$ cat src/source/eth_rx_pkg.sv
// Frame constants, field types and derived widths for the Ethernet FFCP receive path
`default_nettype none

package eth_rx_pkg;

	// Basic units
	localparam int BYTE_LEN = 8;
	localparam int DIBIT_LEN = 2;
	localparam int PIXEL_BYTES = 3;

	typedef logic [DIBIT_LEN-1:0] dibit_t;
	typedef logic [BYTE_LEN-1:0] byte_t;
	typedef logic [PIXEL_BYTES*BYTE_LEN-1:0] pixel_t;

	// Ethernet framing
	localparam int ETH_HEADER_LEN = 14;
	localparam logic [2*BYTE_LEN-1:0] ETHERTYPE_FFCP = 16'h8801;
	localparam dibit_t PREAMBLE_DIBIT = 2'b01;
	localparam dibit_t SFD_DIBIT = 2'b11;
	localparam int HEADER_CNT_LEN = $clog2(ETH_HEADER_LEN);

	// FFCP header fields
	typedef logic [BYTE_LEN-1:0] ffcp_type_t;
	typedef logic [BYTE_LEN-1:0] ffcp_index_t;

	localparam ffcp_type_t FFCP_TYPE_SYN = 8'd1;
	localparam ffcp_type_t FFCP_TYPE_MSG = 8'd2;
	localparam ffcp_type_t FFCP_TYPE_ACK = 8'd3;

	// FGP layout inside an FFCP payload, after type and index
	localparam int FGP_DATA_LEN_COLORS = 8;
	localparam int FGP_DATA_LEN = FGP_DATA_LEN_COLORS * PIXEL_BYTES;
	localparam int FGP_OFFSET_POS = 2;
	localparam int FGP_DATA_END = FGP_OFFSET_POS + 1 + FGP_DATA_LEN;
	localparam int PAYLOAD_CNT_LEN = $clog2(FGP_DATA_END + 1);

	// Video RAM write port
	localparam int VRAM_SIZE = 2048;

	typedef logic [$clog2(VRAM_SIZE)-1:0] vram_addr_t;

endpackage

`default_nettype wire
$ cat src/source/eth_rx_top.sv
// Top level of the RMII to VRAM receive path: frame receiver, FFCP parser, pixel writer
`default_nettype none
`timescale 1ns/1ps

module eth_rx_top (
	input  logic                     clk,
	input  logic                     eth_rx_downstream_rst,
	input  logic                     crs_dv,
	input  eth_rx_pkg::dibit_t       rxd,
	input  logic                     rx_err,
	output logic                     meta_valid,
	output eth_rx_pkg::ffcp_type_t   meta_type,
	output eth_rx_pkg::ffcp_index_t  meta_index,
	output logic                     vram_we,
	output eth_rx_pkg::vram_addr_t   vram_waddr,
	output eth_rx_pkg::pixel_t       vram_win
);

	import eth_rx_pkg::*;

	// Receiver to parser
	logic payload_valid;
	byte_t payload_byte;
	logic payload_end;

	// Parser to pixel writer
	logic offset_valid;
	byte_t offset;
	logic data_valid;
	byte_t data_byte;

	rmii_frame_receiver u_receiver (
		.clk(clk),
		.eth_rx_downstream_rst(eth_rx_downstream_rst),
		.crs_dv(crs_dv),
		.rxd(rxd),
		.rx_err(rx_err),
		.payload_valid(payload_valid),
		.payload_byte(payload_byte),
		.payload_end(payload_end)
	);

	ffcp_fgp_parser u_parser (
		.clk(clk),
		.eth_rx_downstream_rst(eth_rx_downstream_rst),
		.payload_valid(payload_valid),
		.payload_byte(payload_byte),
		.payload_end(payload_end),
		.meta_valid(meta_valid),
		.meta_type(meta_type),
		.meta_index(meta_index),
		.offset_valid(offset_valid),
		.offset(offset),
		.data_valid(data_valid),
		.data_byte(data_byte)
	);

	pixel_writer u_writer (
		.clk(clk),
		.eth_rx_downstream_rst(eth_rx_downstream_rst),
		.offset_valid(offset_valid),
		.offset(offset),
		.data_valid(data_valid),
		.data_byte(data_byte),
		.vram_we(vram_we),
		.vram_waddr(vram_waddr),
		.vram_win(vram_win)
	);

endmodule

`default_nettype wire

$ cat src/source/pixel_writer.sv
// Byte to pixel packing and VRAM write address generation from the FGP offset
`default_nettype none
`timescale 1ns/1ps

module pixel_writer (
	input  logic                    clk,
	input  logic                    eth_rx_downstream_rst,
	input  logic                    offset_valid,
	input  eth_rx_pkg::byte_t       offset,
	input  logic                    data_valid,
	input  eth_rx_pkg::byte_t       data_byte,
	output logic                    vram_we,
	output eth_rx_pkg::vram_addr_t  vram_waddr,
	output eth_rx_pkg::pixel_t      vram_win
);

	import eth_rx_pkg::*;

	vram_addr_t waddr;
	logic pixel_valid;

	// A new offset always starts a fresh pixel
	unit_packer #(
		.in_t(byte_t),
		.out_t(pixel_t)
	) u_pixel_packer (
		.clk(clk),
		.eth_rx_downstream_rst(eth_rx_downstream_rst),
		.restart(offset_valid),
		.in_valid(data_valid),
		.in_unit(data_byte),
		.out_valid(pixel_valid),
		.out_word(vram_win)
	);

	// Packet k covers pixels k*8 to k*8+7
	always_ff @(posedge clk) begin
		if (eth_rx_downstream_rst) begin
			waddr <= '0;
		end else if (offset_valid) begin
			waddr <= vram_addr_t'(offset) * vram_addr_t'(FGP_DATA_LEN_COLORS);
		end else if (pixel_valid) begin
			waddr <= waddr + 1'b1;
		end
	end

	assign vram_we = pixel_valid;
	assign vram_waddr = waddr;

endmodule

`default_nettype wire

$ cat src/source/ffcp_fgp_parser.sv
// FFCP header parser reporting type and index, and FGP offset and data splitter
`default_nettype none
`timescale 1ns/1ps

module ffcp_fgp_parser (
	input  logic                     clk,
	input  logic                     eth_rx_downstream_rst,
	input  logic                     payload_valid,
	input  eth_rx_pkg::byte_t        payload_byte,
	input  logic                     payload_end,
	output logic                     meta_valid,
	output eth_rx_pkg::ffcp_type_t   meta_type,
	output eth_rx_pkg::ffcp_index_t  meta_index,
	output logic                     offset_valid,
	output eth_rx_pkg::byte_t        offset,
	output logic                     data_valid,
	output eth_rx_pkg::byte_t        data_byte
);

	import eth_rx_pkg::*;

	// Position of the current byte inside the FFCP payload, saturates past the data
	logic [PAYLOAD_CNT_LEN-1:0] cnt;
	logic msg_pkt;
	logic at_type;
	logic at_index;
	logic at_offset;
	logic at_data;

	assign msg_pkt = meta_type == FFCP_TYPE_MSG;
	assign at_type = cnt == '0;
	assign at_index = cnt == PAYLOAD_CNT_LEN'(1);
	assign at_offset = cnt == PAYLOAD_CNT_LEN'(FGP_OFFSET_POS);
	assign at_data = cnt > PAYLOAD_CNT_LEN'(FGP_OFFSET_POS)
		&& cnt < PAYLOAD_CNT_LEN'(FGP_DATA_END);

	// Field registers, held until the next frame overwrites them
	always_ff @(posedge clk) begin
		if (payload_valid && !payload_end) begin
			if (at_type) begin
				meta_type <= payload_byte;
			end
			if (at_index) begin
				meta_index <= payload_byte;
			end
			if (at_offset) begin
				offset <= payload_byte;
			end
			if (at_data) begin
				data_byte <= payload_byte;
			end
		end
	end

	always_ff @(posedge clk) begin
		if (eth_rx_downstream_rst) begin
			cnt <= '0;
			meta_valid <= 1'b0;
			offset_valid <= 1'b0;
			data_valid <= 1'b0;
		end else begin
			meta_valid <= 1'b0;
			offset_valid <= 1'b0;
			data_valid <= 1'b0;
			if (payload_end) begin
				cnt <= '0;
			end else if (payload_valid) begin
				if (cnt != PAYLOAD_CNT_LEN'(FGP_DATA_END)) begin
					cnt <= cnt + 1'b1;
				end
				meta_valid <= at_index;
				// Only message packets carry FGP content
				offset_valid <= at_offset && msg_pkt;
				data_valid <= at_data && msg_pkt;
			end
		end
	end

endmodule

`default_nettype wire

$ cat src/source/rmii_frame_receiver.sv
// RMII receive front end with preamble and SFD detection, byte assembly and ethertype filter
`default_nettype none
`timescale 1ns/1ps

module rmii_frame_receiver (
	input  logic                clk,
	input  logic                eth_rx_downstream_rst,
	input  logic                crs_dv,
	input  eth_rx_pkg::dibit_t  rxd,
	input  logic                rx_err,
	output logic                payload_valid,
	output eth_rx_pkg::byte_t   payload_byte,
	output logic                payload_end
);

	import eth_rx_pkg::*;

	typedef enum logic [2:0] {
		S_IDLE,
		S_PREAMBLE,
		S_HEADER,
		S_PAYLOAD,
		S_DISCARD
	} state_t;

	state_t state;

	// PHY inputs are registered once before any decision
	logic crs_dv_q;
	logic rx_err_q;
	dibit_t rxd_q;

	logic [HEADER_CNT_LEN-1:0] hdr_cnt;
	byte_t ethertype_hi;

	logic pk_restart;
	logic pk_in_valid;
	logic byte_valid;
	byte_t rx_byte;

	assign pk_restart = state == S_PREAMBLE && crs_dv_q && rxd_q == SFD_DIBIT;
	assign pk_in_valid = crs_dv_q && !rx_err_q && (state == S_HEADER || state == S_PAYLOAD);

	unit_packer #(
		.in_t(dibit_t),
		.out_t(byte_t)
	) u_dibit_packer (
		.clk(clk),
		.eth_rx_downstream_rst(eth_rx_downstream_rst),
		.restart(pk_restart),
		.in_valid(pk_in_valid),
		.in_unit(rxd_q),
		.out_valid(byte_valid),
		.out_word(rx_byte)
	);

	always_ff @(posedge clk) begin
		rxd_q <= rxd;
	end

	always_ff @(posedge clk) begin
		if (state == S_HEADER && byte_valid && hdr_cnt == HEADER_CNT_LEN'(ETH_HEADER_LEN - 2)) begin
			ethertype_hi <= rx_byte;
		end
		if (state == S_PAYLOAD && byte_valid) begin
			payload_byte <= rx_byte;
		end
	end

	always_ff @(posedge clk) begin
		if (eth_rx_downstream_rst) begin
			crs_dv_q <= 1'b0;
			rx_err_q <= 1'b0;
			state <= S_IDLE;
			hdr_cnt <= '0;
			payload_valid <= 1'b0;
			payload_end <= 1'b0;
		end else begin
			crs_dv_q <= crs_dv;
			rx_err_q <= rx_err;
			payload_valid <= 1'b0;
			payload_end <= 1'b0;
			case (state)
				S_IDLE: begin
					// PHY may show zero dibits before the preamble starts
					if (crs_dv_q && rxd_q == PREAMBLE_DIBIT) begin
						state <= S_PREAMBLE;
					end else if (crs_dv_q && rxd_q != '0) begin
						state <= S_DISCARD;
					end
				end
				S_PREAMBLE: begin
					if (!crs_dv_q) begin
						state <= S_IDLE;
					end else if (rxd_q == SFD_DIBIT) begin
						state <= S_HEADER;
						hdr_cnt <= '0;
					end else if (rxd_q != PREAMBLE_DIBIT) begin
						state <= S_DISCARD;
					end
				end
				S_HEADER: begin
					if (!crs_dv_q) begin
						state <= S_IDLE;
					end else if (rx_err_q) begin
						state <= S_DISCARD;
					end else if (byte_valid) begin
						hdr_cnt <= hdr_cnt + 1'b1;
						// Ethertype low byte closes the header
						if (hdr_cnt == HEADER_CNT_LEN'(ETH_HEADER_LEN - 1)) begin
							if ({ethertype_hi, rx_byte} == ETHERTYPE_FFCP) begin
								state <= S_PAYLOAD;
							end else begin
								state <= S_DISCARD;
							end
						end
					end
				end
				S_PAYLOAD: begin
					payload_valid <= byte_valid;
					if (!crs_dv_q || rx_err_q) begin
						payload_end <= 1'b1;
						state <= crs_dv_q ? S_DISCARD : S_IDLE;
					end
				end
				S_DISCARD: begin
					if (!crs_dv_q) begin
						state <= S_IDLE;
					end
				end
				default: begin
					state <= S_IDLE;
				end
			endcase
		end
	end

endmodule

`default_nettype wire

$ cat src/source/unit_packer.sv
// Type-parameterized packer that gathers narrow units into one wide word, LSB unit first
`default_nettype none
`timescale 1ns/1ps

module unit_packer #(
	parameter type in_t = eth_rx_pkg::dibit_t,
	parameter type out_t = eth_rx_pkg::byte_t
) (
	input  logic clk,
	input  logic eth_rx_downstream_rst,
	input  logic restart,
	input  logic in_valid,
	input  in_t  in_unit,
	output logic out_valid,
	output out_t out_word
);

	localparam int IN_LEN = $bits(in_t);
	localparam int OUT_LEN = $bits(out_t);
	localparam int RATIO = OUT_LEN / IN_LEN;
	localparam int CNT_LEN = $clog2(RATIO);

	logic [CNT_LEN-1:0] cnt;
	logic [OUT_LEN-1:0] shift;
	logic last_unit;

	assign last_unit = cnt == CNT_LEN'(RATIO - 1);

	// New units enter at the top, so the first one ends up in the low bits
	always_ff @(posedge clk) begin
		if (in_valid) begin
			shift <= {in_unit, shift[OUT_LEN-1:IN_LEN]};
		end
	end

	always_ff @(posedge clk) begin
		if (eth_rx_downstream_rst) begin
			cnt <= '0;
			out_valid <= 1'b0;
		end else begin
			out_valid <= !restart && in_valid && last_unit;
			if (restart) begin
				cnt <= '0;
			end else if (in_valid) begin
				cnt <= last_unit ? '0 : cnt + 1'b1;
			end
		end
	end

	// Word is only meaningful while out_valid is high
	assign out_word = out_t'(shift);

endmodule

`default_nettype wire

$ cat config.mk
export PLATFORM = sky130hd
export DESIGN_NAME = eth_rx_top
export DESIGN_NICKNAME = d
export VERILOG_FILES = /design/src/source/eth_rx_pkg.sv /design/src/source/eth_rx_top.sv /design/src/source/pixel_writer.sv /design/src/source/ffcp_fgp_parser.sv /design/src/source/rmii_frame_receiver.sv /design/src/source/unit_packer.sv
export SDC_FILE = /design/constraint.sdc
export NUM_CORES = 1
export LEC_CHECK = 0
export ABC_AREA = 1
export BUFFER_PORTS_ARGS = -buffer_cell sky130_fd_sc_hd__buf_2
export CELL_PAD_IN_SITES_DETAIL_PLACEMENT = 0
export CELL_PAD_IN_SITES_GLOBAL_PLACEMENT = 1
export CORE_ASPECT_RATIO = 0.6
export CORE_MARGIN = 5
export CORE_UTILIZATION = 41
export CTS_BUF_LIST = sky130_fd_sc_hd__clkbuf_4 sky130_fd_sc_hd__clkbuf_8
export DETAILED_ROUTE_END_ITERATION = 8
export HOLD_SLACK_MARGIN = 0.1
export PLACE_DENSITY_LB_ADDON = 0.1
export SLEW_MARGIN = 20
export SYNTH_ARGS = -nofsm -noshare
export SYNTH_HDL_FRONTEND = slang
export SYNTH_SLANG_ARGS = --single-unit
$ cat constraint.sdc
create_clock -name clk -period 2.3 [get_ports clk]
set_input_delay 0.115 -clock clk [delete_from_list [all_inputs] [get_ports clk]]
set_output_delay 0.115 -clock clk [all_outputs]
set_load 0.005 [all_outputs]
---- Yosys cells after proc, flatten, opt, wreduce, memory -nomap -nowiden ----
Cells that the tools add are included.
W data, S select, Z words.
storage, ports and cells
  bits in registers ....................... 118
  bits of input ports ..................... 6
  output and inout port bits .............. 53
  logic and storage cells ................. 127
cells by class
  add/sub/neg operators ................... 5
  $lt $le $gt $ge ......................... 2
  eq/ne operators ......................... 27
  multiplexer cells ....................... 25
  bitwise logic cells ..................... 2
  reductions and logical operators ........ 41
operators by type and width
  cell                     number
  $mux W3                  13
  $mux W11                 2
  $mux W4                  5
  $logic_and A1 B1 Y1      17
  $eq A16 B16 Y1 const B   1
  $pmux W3 S5              1
  $ne A4 B4 Y1 const B     3
  $reduce_and A6 Y1        2
  $add A11 B1 Y11 const B  1
  $ne A2 B2 Y1 const B     5
  $reduce_and A2 Y1        5
  $eq A4 B4 Y1 const B     2
  $eq A8 B2 Y1 const B     1
  $pmux W4 S2              1
  $reduce_or A2 Y1         4
  $eq A2 B2 Y1 const B     3
  $eq A3 B2 Y1 const B     2
  $ne A2 B1 Y1 const B     3
  $reduce_bool A2 Y1       3
  $add A5 B1 Y5 const B    1
  $eq A5 B1 Y1 const B     1
  $eq A5 B2 Y1 const B     1
  $gt A5 B2 Y1 const B     1
  $logic_not A1 Y1         5
  15 further kinds         19

---- Logic depth before layout (Yosys ltp) ----
Gate-level depths: netlist (run 1).
  word-level depth ........................ 7
  mapped depth ............................ 9
  depth with buffers taken out ............ 9

---- By module ----
From an unflattened synthesis (run 1), not the netlist that was laid out.
second synthesis, totals
  cell total of the unflattened synthesis .. 403
  area total of the unflattened synthesis .. 4585.6 um^2
by module, submodules not included
  module                                   times used  cells an instance  area each (um^2)  seq. area each (um^2)
  ffcp_fgp_parser                          1           108                1448.9            1121.1
  rmii_frame_receiver                      1           135                1271.2            740.7
  unit_packer (u_writer.u_pixel_packer)    1           40                 840.8             780.7
  pixel_writer                             1           95                 654.4             220.2
  unit_packer (u_receiver.u_dibit_packer)  1           25                 370.4             300.3

---- Worst setup path after synthesis (run 1) ----
OpenSTA, ideal clock, no wires.
  path kind ............................... reg-to-reg
  start point ............................. register u_parser.cnt[1]
  end point ............................... register u_parser.meta_index[0], enable pin
  library setup time ...................... 0.383 ns
  data arrival time ....................... 1.253 ns
  required time ........................... 1.917 ns
  path slack .............................. 0.664 ns
  stages on the path, launching flop included .. 5
  buffers on the path ..................... 0
  period minus slack after synthesis ...... 1.636 ns
  cell sequence ........................... dfxtp_1 inv_1 ha_1 inv_1 nor3_1
between the ends
  cells in the longest elaborated chain, start to end .. 2
RTL lines
  element                             RTL line               RTL
  start: declaration                  ffcp_fgp_parser.sv:23  logic [PAYLOAD_CNT_LEN-1:0] cnt;
  start signal: assignment            ffcp_fgp_parser.sv:69  cnt <= cnt + 1'b1;
  $eq A5 B1 Y1                        ffcp_fgp_parser.sv:32  assign at_index = cnt == PAYLOAD_CNT_LEN'(1);
  $reduce_and A2 Y1 (no source line)  n/a
  end signal: assignment              ffcp_fgp_parser.sv:44  meta_index <= payload_byte;
  end: declaration                    ffcp_fgp_parser.sv:13  output eth_rx_pkg::ffcp_index_t meta_index,
Every way passes these cells.
A chain may end at the register's enable or synchronous reset.

---- Worst setup path after layout (run 1) ----
  start point ............................. register u_receiver.state[1]
  end point ............................... register u_receiver.ethertype_hi[6], enable pin
between the ends
  cells in the longest elaborated chain, start to end .. 3
RTL lines
  element                           RTL line                    RTL
  start: declaration                rmii_frame_receiver.sv:26   state_t state;
  start signal: assignment          rmii_frame_receiver.sv:123  state <= crs_dv_q ? S_DISCARD : S_IDLE;
  $eq A3 B2 Y1                      rmii_frame_receiver.sv:62   if (state == S_HEADER && byte_valid && hdr_cnt == HEADER_CNT_LEN'(ETH_HEADER_LEN - 2)) begin
  $logic_and A1 B1 Y1 (2 in a row)  rmii_frame_receiver.sv:62
  end signal: assignment            rmii_frame_receiver.sv:63   ethertype_hi <= rx_byte;
  end: declaration                  rmii_frame_receiver.sv:34   byte_t ethertype_hi;
Every way passes these cells.

==> impl_metrics.ini, run 1 <==
[placement]
place_ws_ns = 0.6906
globalplace.congestion = 0.8257
dp_hpwl_um = 6471
placed_area_mm2 = 0.004967
io_buffers = 58

[floorplan]
dieWidth_um = 145.3
die-height_um = 91.20
die_area_mm2 = 0.01325
io_pins = 59
start_util = 0.4224
fp.coreArea_mm2 = 0.01067
rows = 29

[global_routing]
grt_pass1_wl_um = 14570
grt_pass1_vias = 2775
grtUsageTotal = 0.1396
overflow = 0
grt_start_max_net_pins = 19
antenna_found_initial = 0

[setup_path]
critPathRequiredTime_ns = 2.34
worstPathArrival_ns = 1.68
path_cells = nand3_4, nor2_1
worstSetupEndpointType = flop
setup.worst_path.start = u_receiver.state[1]
critPathBufInv = 0
crit_family = simple AND/OR/NAND/NOR gates
slowest_stage = dfxtp_1
worstPathMaxFanout = 8
critPathLaunchType = flop
rr_startpoint = u_receiver.state[1]
path_class = reg2reg
cpPeakStageDelay_ns = 0.58

[worst_hold_path]
hold_path_startpoint = eth_rx_downstream_rst
hold_path_class = in2reg

[timing]
drv_slew = 0
finalWorstSetupSlack_ns = 0.6626
setup_viol = 0
hold_viol_final = 0
clock_skew_ns = 0.009803
relSlewSlack = 0.5527
tns_ns = 0
fin_crit_sh = 0.7119
grt_setup_unrepaired = false
fmax_ghz = 0.6107
worst_pin_slew_ns = 0.6684
post-route-min-period_ns = 1.637

[synthesis]
ys_types = 37
syn_area_mm2 = 0.004506
synthTopCellsByArea = edfxtp_1, dfxtp_1, nand2_1
syn_nets = 397
synth_warnings = 0
synth_edf_count = 80
synth_ff_type = edfxtp_1
synth_seq_cells = 118
syn_inst = 382
synthTopCellsByCount = edfxtp_1, nand2_1, nor2_1, inv_1, dfxtp_1
yosysTopAreaCellShare = 0.5332
synth_area_per_cell_um2 = 11.79
synth_top_area_cell = edfxtp_1
yosysMostFrequentCell = edfxtp_1
async_reset_ff_frac = 0
yosysSeqAreaShare = 0.7020

[routing]
vias = 2865
vias_per_cell = 4.674
wl_per_cell_um = 14.56
drt-initial-drc-count = 177
ant_nets = 0
first_pass_iters = 4
postRouteWirelength_um = 8926
post-route-drc-count = 0

[cells_and_area]
antenna_cells = 0
stdcell_area_mm2 = 0.005468
area_growth_pct = 21.36
final_util = 0.5126
final_nets = 476
drive_above_1_share = 0.2447

[clocking]
cts_resized = 0
cts_tree = yes
clk_pin_slew_ns = 0.07
clockBufferDepth = 2
cts_made_buffers = 17
clk_latency_ns = 0.41
htreeDepth = 4
cts_sinks = 118
cts_root_buf = clkbuf_8

[power]
power.static_leakage_uw = 0.002045
p_per_area_mw_per_mm2 = 814.8
ir_drop_mv = 0.4517
totalPowerFinal_uw = 4455

[outcome]
run_status = complete, no violations

[job]
maxCapViolCount = 0
==> what timing repair did <==
| item | CTS | global route |
|---|---|---|
| buffers inserted | 0 | 0 |
| endpoints found under the hold margin | 4 | 0 |
| hold buffers | 4 | 0 |
==> worst register-to-register path, cell delays in order, from the launching register on <==
cell	delay, ns
dfxtp_1	0.58
nand3_4	0.15
nor2_1	0.55
==> state kept, by name, summed over array words and instances (netlist names), 2 cells and up <==
| signal | flops |
|---|---|
| u_writer.u_pixel_packer.out_word | 24 |
| u_receiver.payload_byte | 8 |
| u_receiver.ethertype_hi | 8 |
| u_parser.offset | 8 |
| u_writer.vram_waddr | 11 |
| u_parser.cnt | 5 |
| u_receiver.hdr_cnt | 4 |
| u_parser.meta_type | 8 |
| u_receiver.state | 3 |
| u_parser.meta_index | 8 |
| u_parser.data_byte | 8 |
| u_writer.u_pixel_packer.cnt | 2 |
| u_receiver.rxd_q | 2 |
| u_receiver.u_dibit_packer.cnt | 2 |
| u_receiver.u_dibit_packer.out_word | 8 |
==> logic make-up (layout without fill, tap and decap cells) <==
logic type      Yosys count  in the layout  synth area share
fa+ha+maj                 9              9           0.02499
compound gates           40             40           0.05165
xor+xnor                  7              7           0.01361
simple gates            158            158            0.1638
flops                   118            118            0.7020
buf+inv                  50            142           0.04388
==> layer usage <==
metal,vias to the layer above,GRT usage,wire [um]
li1,1460,-,-
met4,0,0.05202,77
met1,1327,0.2158,4884
met2,71,0.1783,3405
met3,7,0.04627,559
met5,-,0,0
==> cell type report <==
type / instances / area [um2]
flip-flops and latches: 118 / 3163
inverters: 44 / 165.2
well taps: 139 / 173.9
repair buffers: 66 / 360.3
clock buffers: 19 / 255.2
fillers: 948 / 5200
multi-input cells: 214 / 1145
clock inverters: 13 / 205.2
==> final timing paths <==
path | slack, ns | end | cells after the start
max | 0.66 | u_receiver.ethertype_hi[6] | 2
min | 0.11 | u_receiver.crs_dv_q | 2
max reg2reg | 0.66 | u_receiver.ethertype_hi[6] | 2
min reg2reg | 0.42 | u_writer.u_pixel_packer.out_word[16] | 0
==> metrics by stage <==
step           hold slack, ns  cells
5_1_grt                0.1217    613
6_report               0.1127    613
2_1_floorplan          0.1427    382
4_1_cts                0.1054    613
3_5_place_dp           0.2186    577
3_3_place_gp           0.2168    577
==> report_power, final <==
part           total, uW  internal [uW]  switching [uW]
sequential          2250           2240            9.30
combinational       69.6           24.3            45.3
clock               2130           1330             805
==> cell usage in the layout, fill, tap and decap left out, types with 3 or more instances in the layout <==
| master | synthesis | routed |
|---|---|---|
| a21oi_1 | 19 | 19 |
| nand3_1 | 19 | 19 |
| buf_4 | 0 | 4 |
| nor3_1 | 9 | 9 |
| buf_2 | 2 | 58 |
| o21ai_0 | 9 | 9 |
| nand2_1 | 52 | 52 |
| dfxtp_1 | 38 | 38 |
| ha_1 | 9 | 9 |
| nor4_1 | 3 | 3 |
| inv_2 | 5 | 5 |
| nor2_2 | 3 | 3 |
| edfxtp_1 | 80 | 80 |
| nand4_1 | 5 | 5 |
| bufinv_16 | 0 | 5 |
| xnor2_1 | 4 | 4 |
| dlygate4sd3_1 | 0 | 4 |
| a211oi_1 | 3 | 3 |
| inv_1 | 39 | 39 |
| clkinv_4 | 0 | 3 |
| a22oi_1 | 4 | 4 |
| clkbuf_8 | 0 | 18 |
| xor2_1 | 3 | 3 |
| nand2_2 | 5 | 5 |
| nor2_1 | 51 | 51 |
No activity file was read; power rests on OpenSTA's default activity.
==> inputs of run 2 (changes only) <==
==> constraint.sdc (replaced) <==
create_clock -name clk -period 1.6 [get_ports clk]
set_input_delay 0.08 -clock clk [delete_from_list [all_inputs] [get_ports clk]]
set_output_delay 0.08 -clock clk [all_outputs]
set_load 0.005 [all_outputs]
==> run 2 against run 1 <==
Against the previous run: sequential share of layout area shrank 0.73 points; clock skew grew 0.0031 ns; first-iteration DRC count grew 51%; sequential power grew 44%; flip-flop and latch count is the same; core utilization grew 0.69 points; total power grew 36%; cell count grew 1.8%; setup slack lost 0.53 ns; via count grew 3.0%; wire length grew 6.2%; largest cell class unchanged.
==> impl_metrics.ini, run 2 (synthesis gave the netlist of run 1 again) <==
[outcome]
run_status = complete, no violations

[setup_path]
worstSetupEndpointType = flop
critPathRequiredTime_ns = 1.73
path_class = reg2reg
worstPathArrival_ns = 1.60
worstPathMaxFanout = 8
critPathLaunchType = flop

[timing]
setup_viol = 0
worst_pin_slew_ns = 0.4043
post-route-min-period_ns = 1.471
fmax_ghz = 0.6798
hold_viol_final = 0
drv_slew = 0
tns_ns = 0
grt_setup_unrepaired = false
relSlewSlack = 0.7301
fin_crit_sh = 0.9194
clock_skew_ns = 0.01293

[global_routing]
grt_pass1_wl_um = 15490
grtUsageTotal = 0.1519
overflow = 0
grt_start_max_net_pins = 28
antenna_found_initial = 0
grt_pass1_vias = 2732

[floorplan]
rows = 29
dieWidth_um = 145.3
start_util = 0.4224
die_area_mm2 = 0.01325
io_pins = 59
fp.coreArea_mm2 = 0.01067
die-height_um = 91.20

[placement]
io_buffers = 58
dp_hpwl_um = 7039
globalplace.congestion = 0.8235

[routing]
vias = 2950
drt-initial-drc-count = 267
vias_per_cell = 4.728
wl_met1_um = 5231
wl_met3_um = 473
first_pass_iters = 5
wl_met2_um = 3647
postRouteWirelength_um = 9482
dr.max_layer_used = met4
post-route-drc-count = 0
wl_per_cell_um = 15.20
ant_nets = 0

[cells_and_area]
layout_common_cells = edfxtp_1, buf_2, nand2_1
area_growth_pct = 22.99
final_nets = 487
drive_above_1_share = 0.2660
largest_reg_flops = 24
final_common_cell = edfxtp_1
fillers = 942
final_util = 0.5195
antenna_cells = 0

[clocking]
cts_tree = yes
clk_pin_slew_ns = 0.07
cts_sinks = 118
postCtsSetupBuffers = 0
clockBufferDepth = 2
cts_made_buffers = 17
cts_root_buf = clkbuf_8
htreeDepth = 4
clk_latency_ns = 0.42

[power]
power.static_leakage_uw = 0.002089
ir_drop_mv = 0.8017
p_per_area_mw_per_mm2 = 1094
power_switching_uw = 1311
totalPowerFinal_uw = 6061
p_clk_frac = 0.448
p_sw_frac = 0.2163
seq_power_share = 0.534
internal_power_uw = 4750
combPwrFrac = 0.018

[job]
maxCapViolCount = 0

[worst_hold_path]
hold_path_class = in2reg
==> run 2: changes by cell type in the layout (fill, tap and decap cells not counted), sizes merged <==
cell,delta
clkinvlp,-1
clkinv,+1
buf,+8
dlygate4sd3,+3
inv,+3
bufinv,-3
==> run 2: layer usage <==
layer,vias to the layer above,track usage
met4,0,0.05901
met3,11,0.04328
met2,67,0.1856
met5,-,0
li1,1491,-
met1,1381,0.2458
==> run 2: cell type report <==
class | count | area (um2) | area share
well taps | 139 | 173.9 | 0.03138
repair buffers | 77 | 475.5 | 0.08580
clock inverters | 13 | 147.6 | 0.02664
inverters | 44 | 165.2 | 0.02980
multi-input cells | 214 | 1152 | 0.2079
flip-flops and latches | 118 | 3166 | 0.5712
clock buffers | 19 | 261.5 | 0.04719
==> run 2: worst paths after layout <==
| kind | slack (ns) | from | depth (start not counted) | endpoint |
|---|---|---|---|---|
| max | 0.13 | u_parser.cnt[0] | 6 | u_parser.data_byte[4] |
| min | 0.29 | rxd[0] | 2 | u_receiver.rxd_q[0] |
| min reg2reg | 0.43 | u_parser.data_byte[0] | 0 | u_writer.u_pixel_packer.out_word[16] |
| max reg2reg | 0.13 | u_parser.cnt[0] | 6 | u_parser.data_byte[4] |
==> run 2: worst max-delay path: stages (launching register included) <==
cell     delay [ns]
dfxtp_2        0.37
inv_1          0.10
ha_1           0.20
nand2_1        0.10
o21ai_0        0.12
nor2_1         0.11
buf_4          0.19
==> run 2: stage by stage <==
stage               hold WS, ns  std cells  instance area (um2)  worst slack, ns
global placement         0.1864        585                 5057           0.1348
CTS                      0.2616        624                 5537          0.07703
floorplan                0.1077        382                 4511          0.01195
finish                   0.2880        624                 5542           0.1290
detailed placement       0.1850        585                 5057           0.1018
global route             0.2805        624                 5542        0.0002198
==> run 2: what timing repair did <==
action	in CTS	in global routing
hold buffers	7	0
gates resized for setup	0	3
endpoints found under the setup margin	0	9
hold endpoints to repair	8	0
==> run 2: power by group through the flow <==
stage          Sequential, uW  Combinational, uW  Clock [uW]
2_1_floorplan            3300               69.4           0
3_5_place_dp             3300               93.6           0
5_1_grt                  3240                121        2940
3_3_place_gp             3310               95.3           0
6_report                 3240                106        2720
4_1_cts                  3240                107        2790
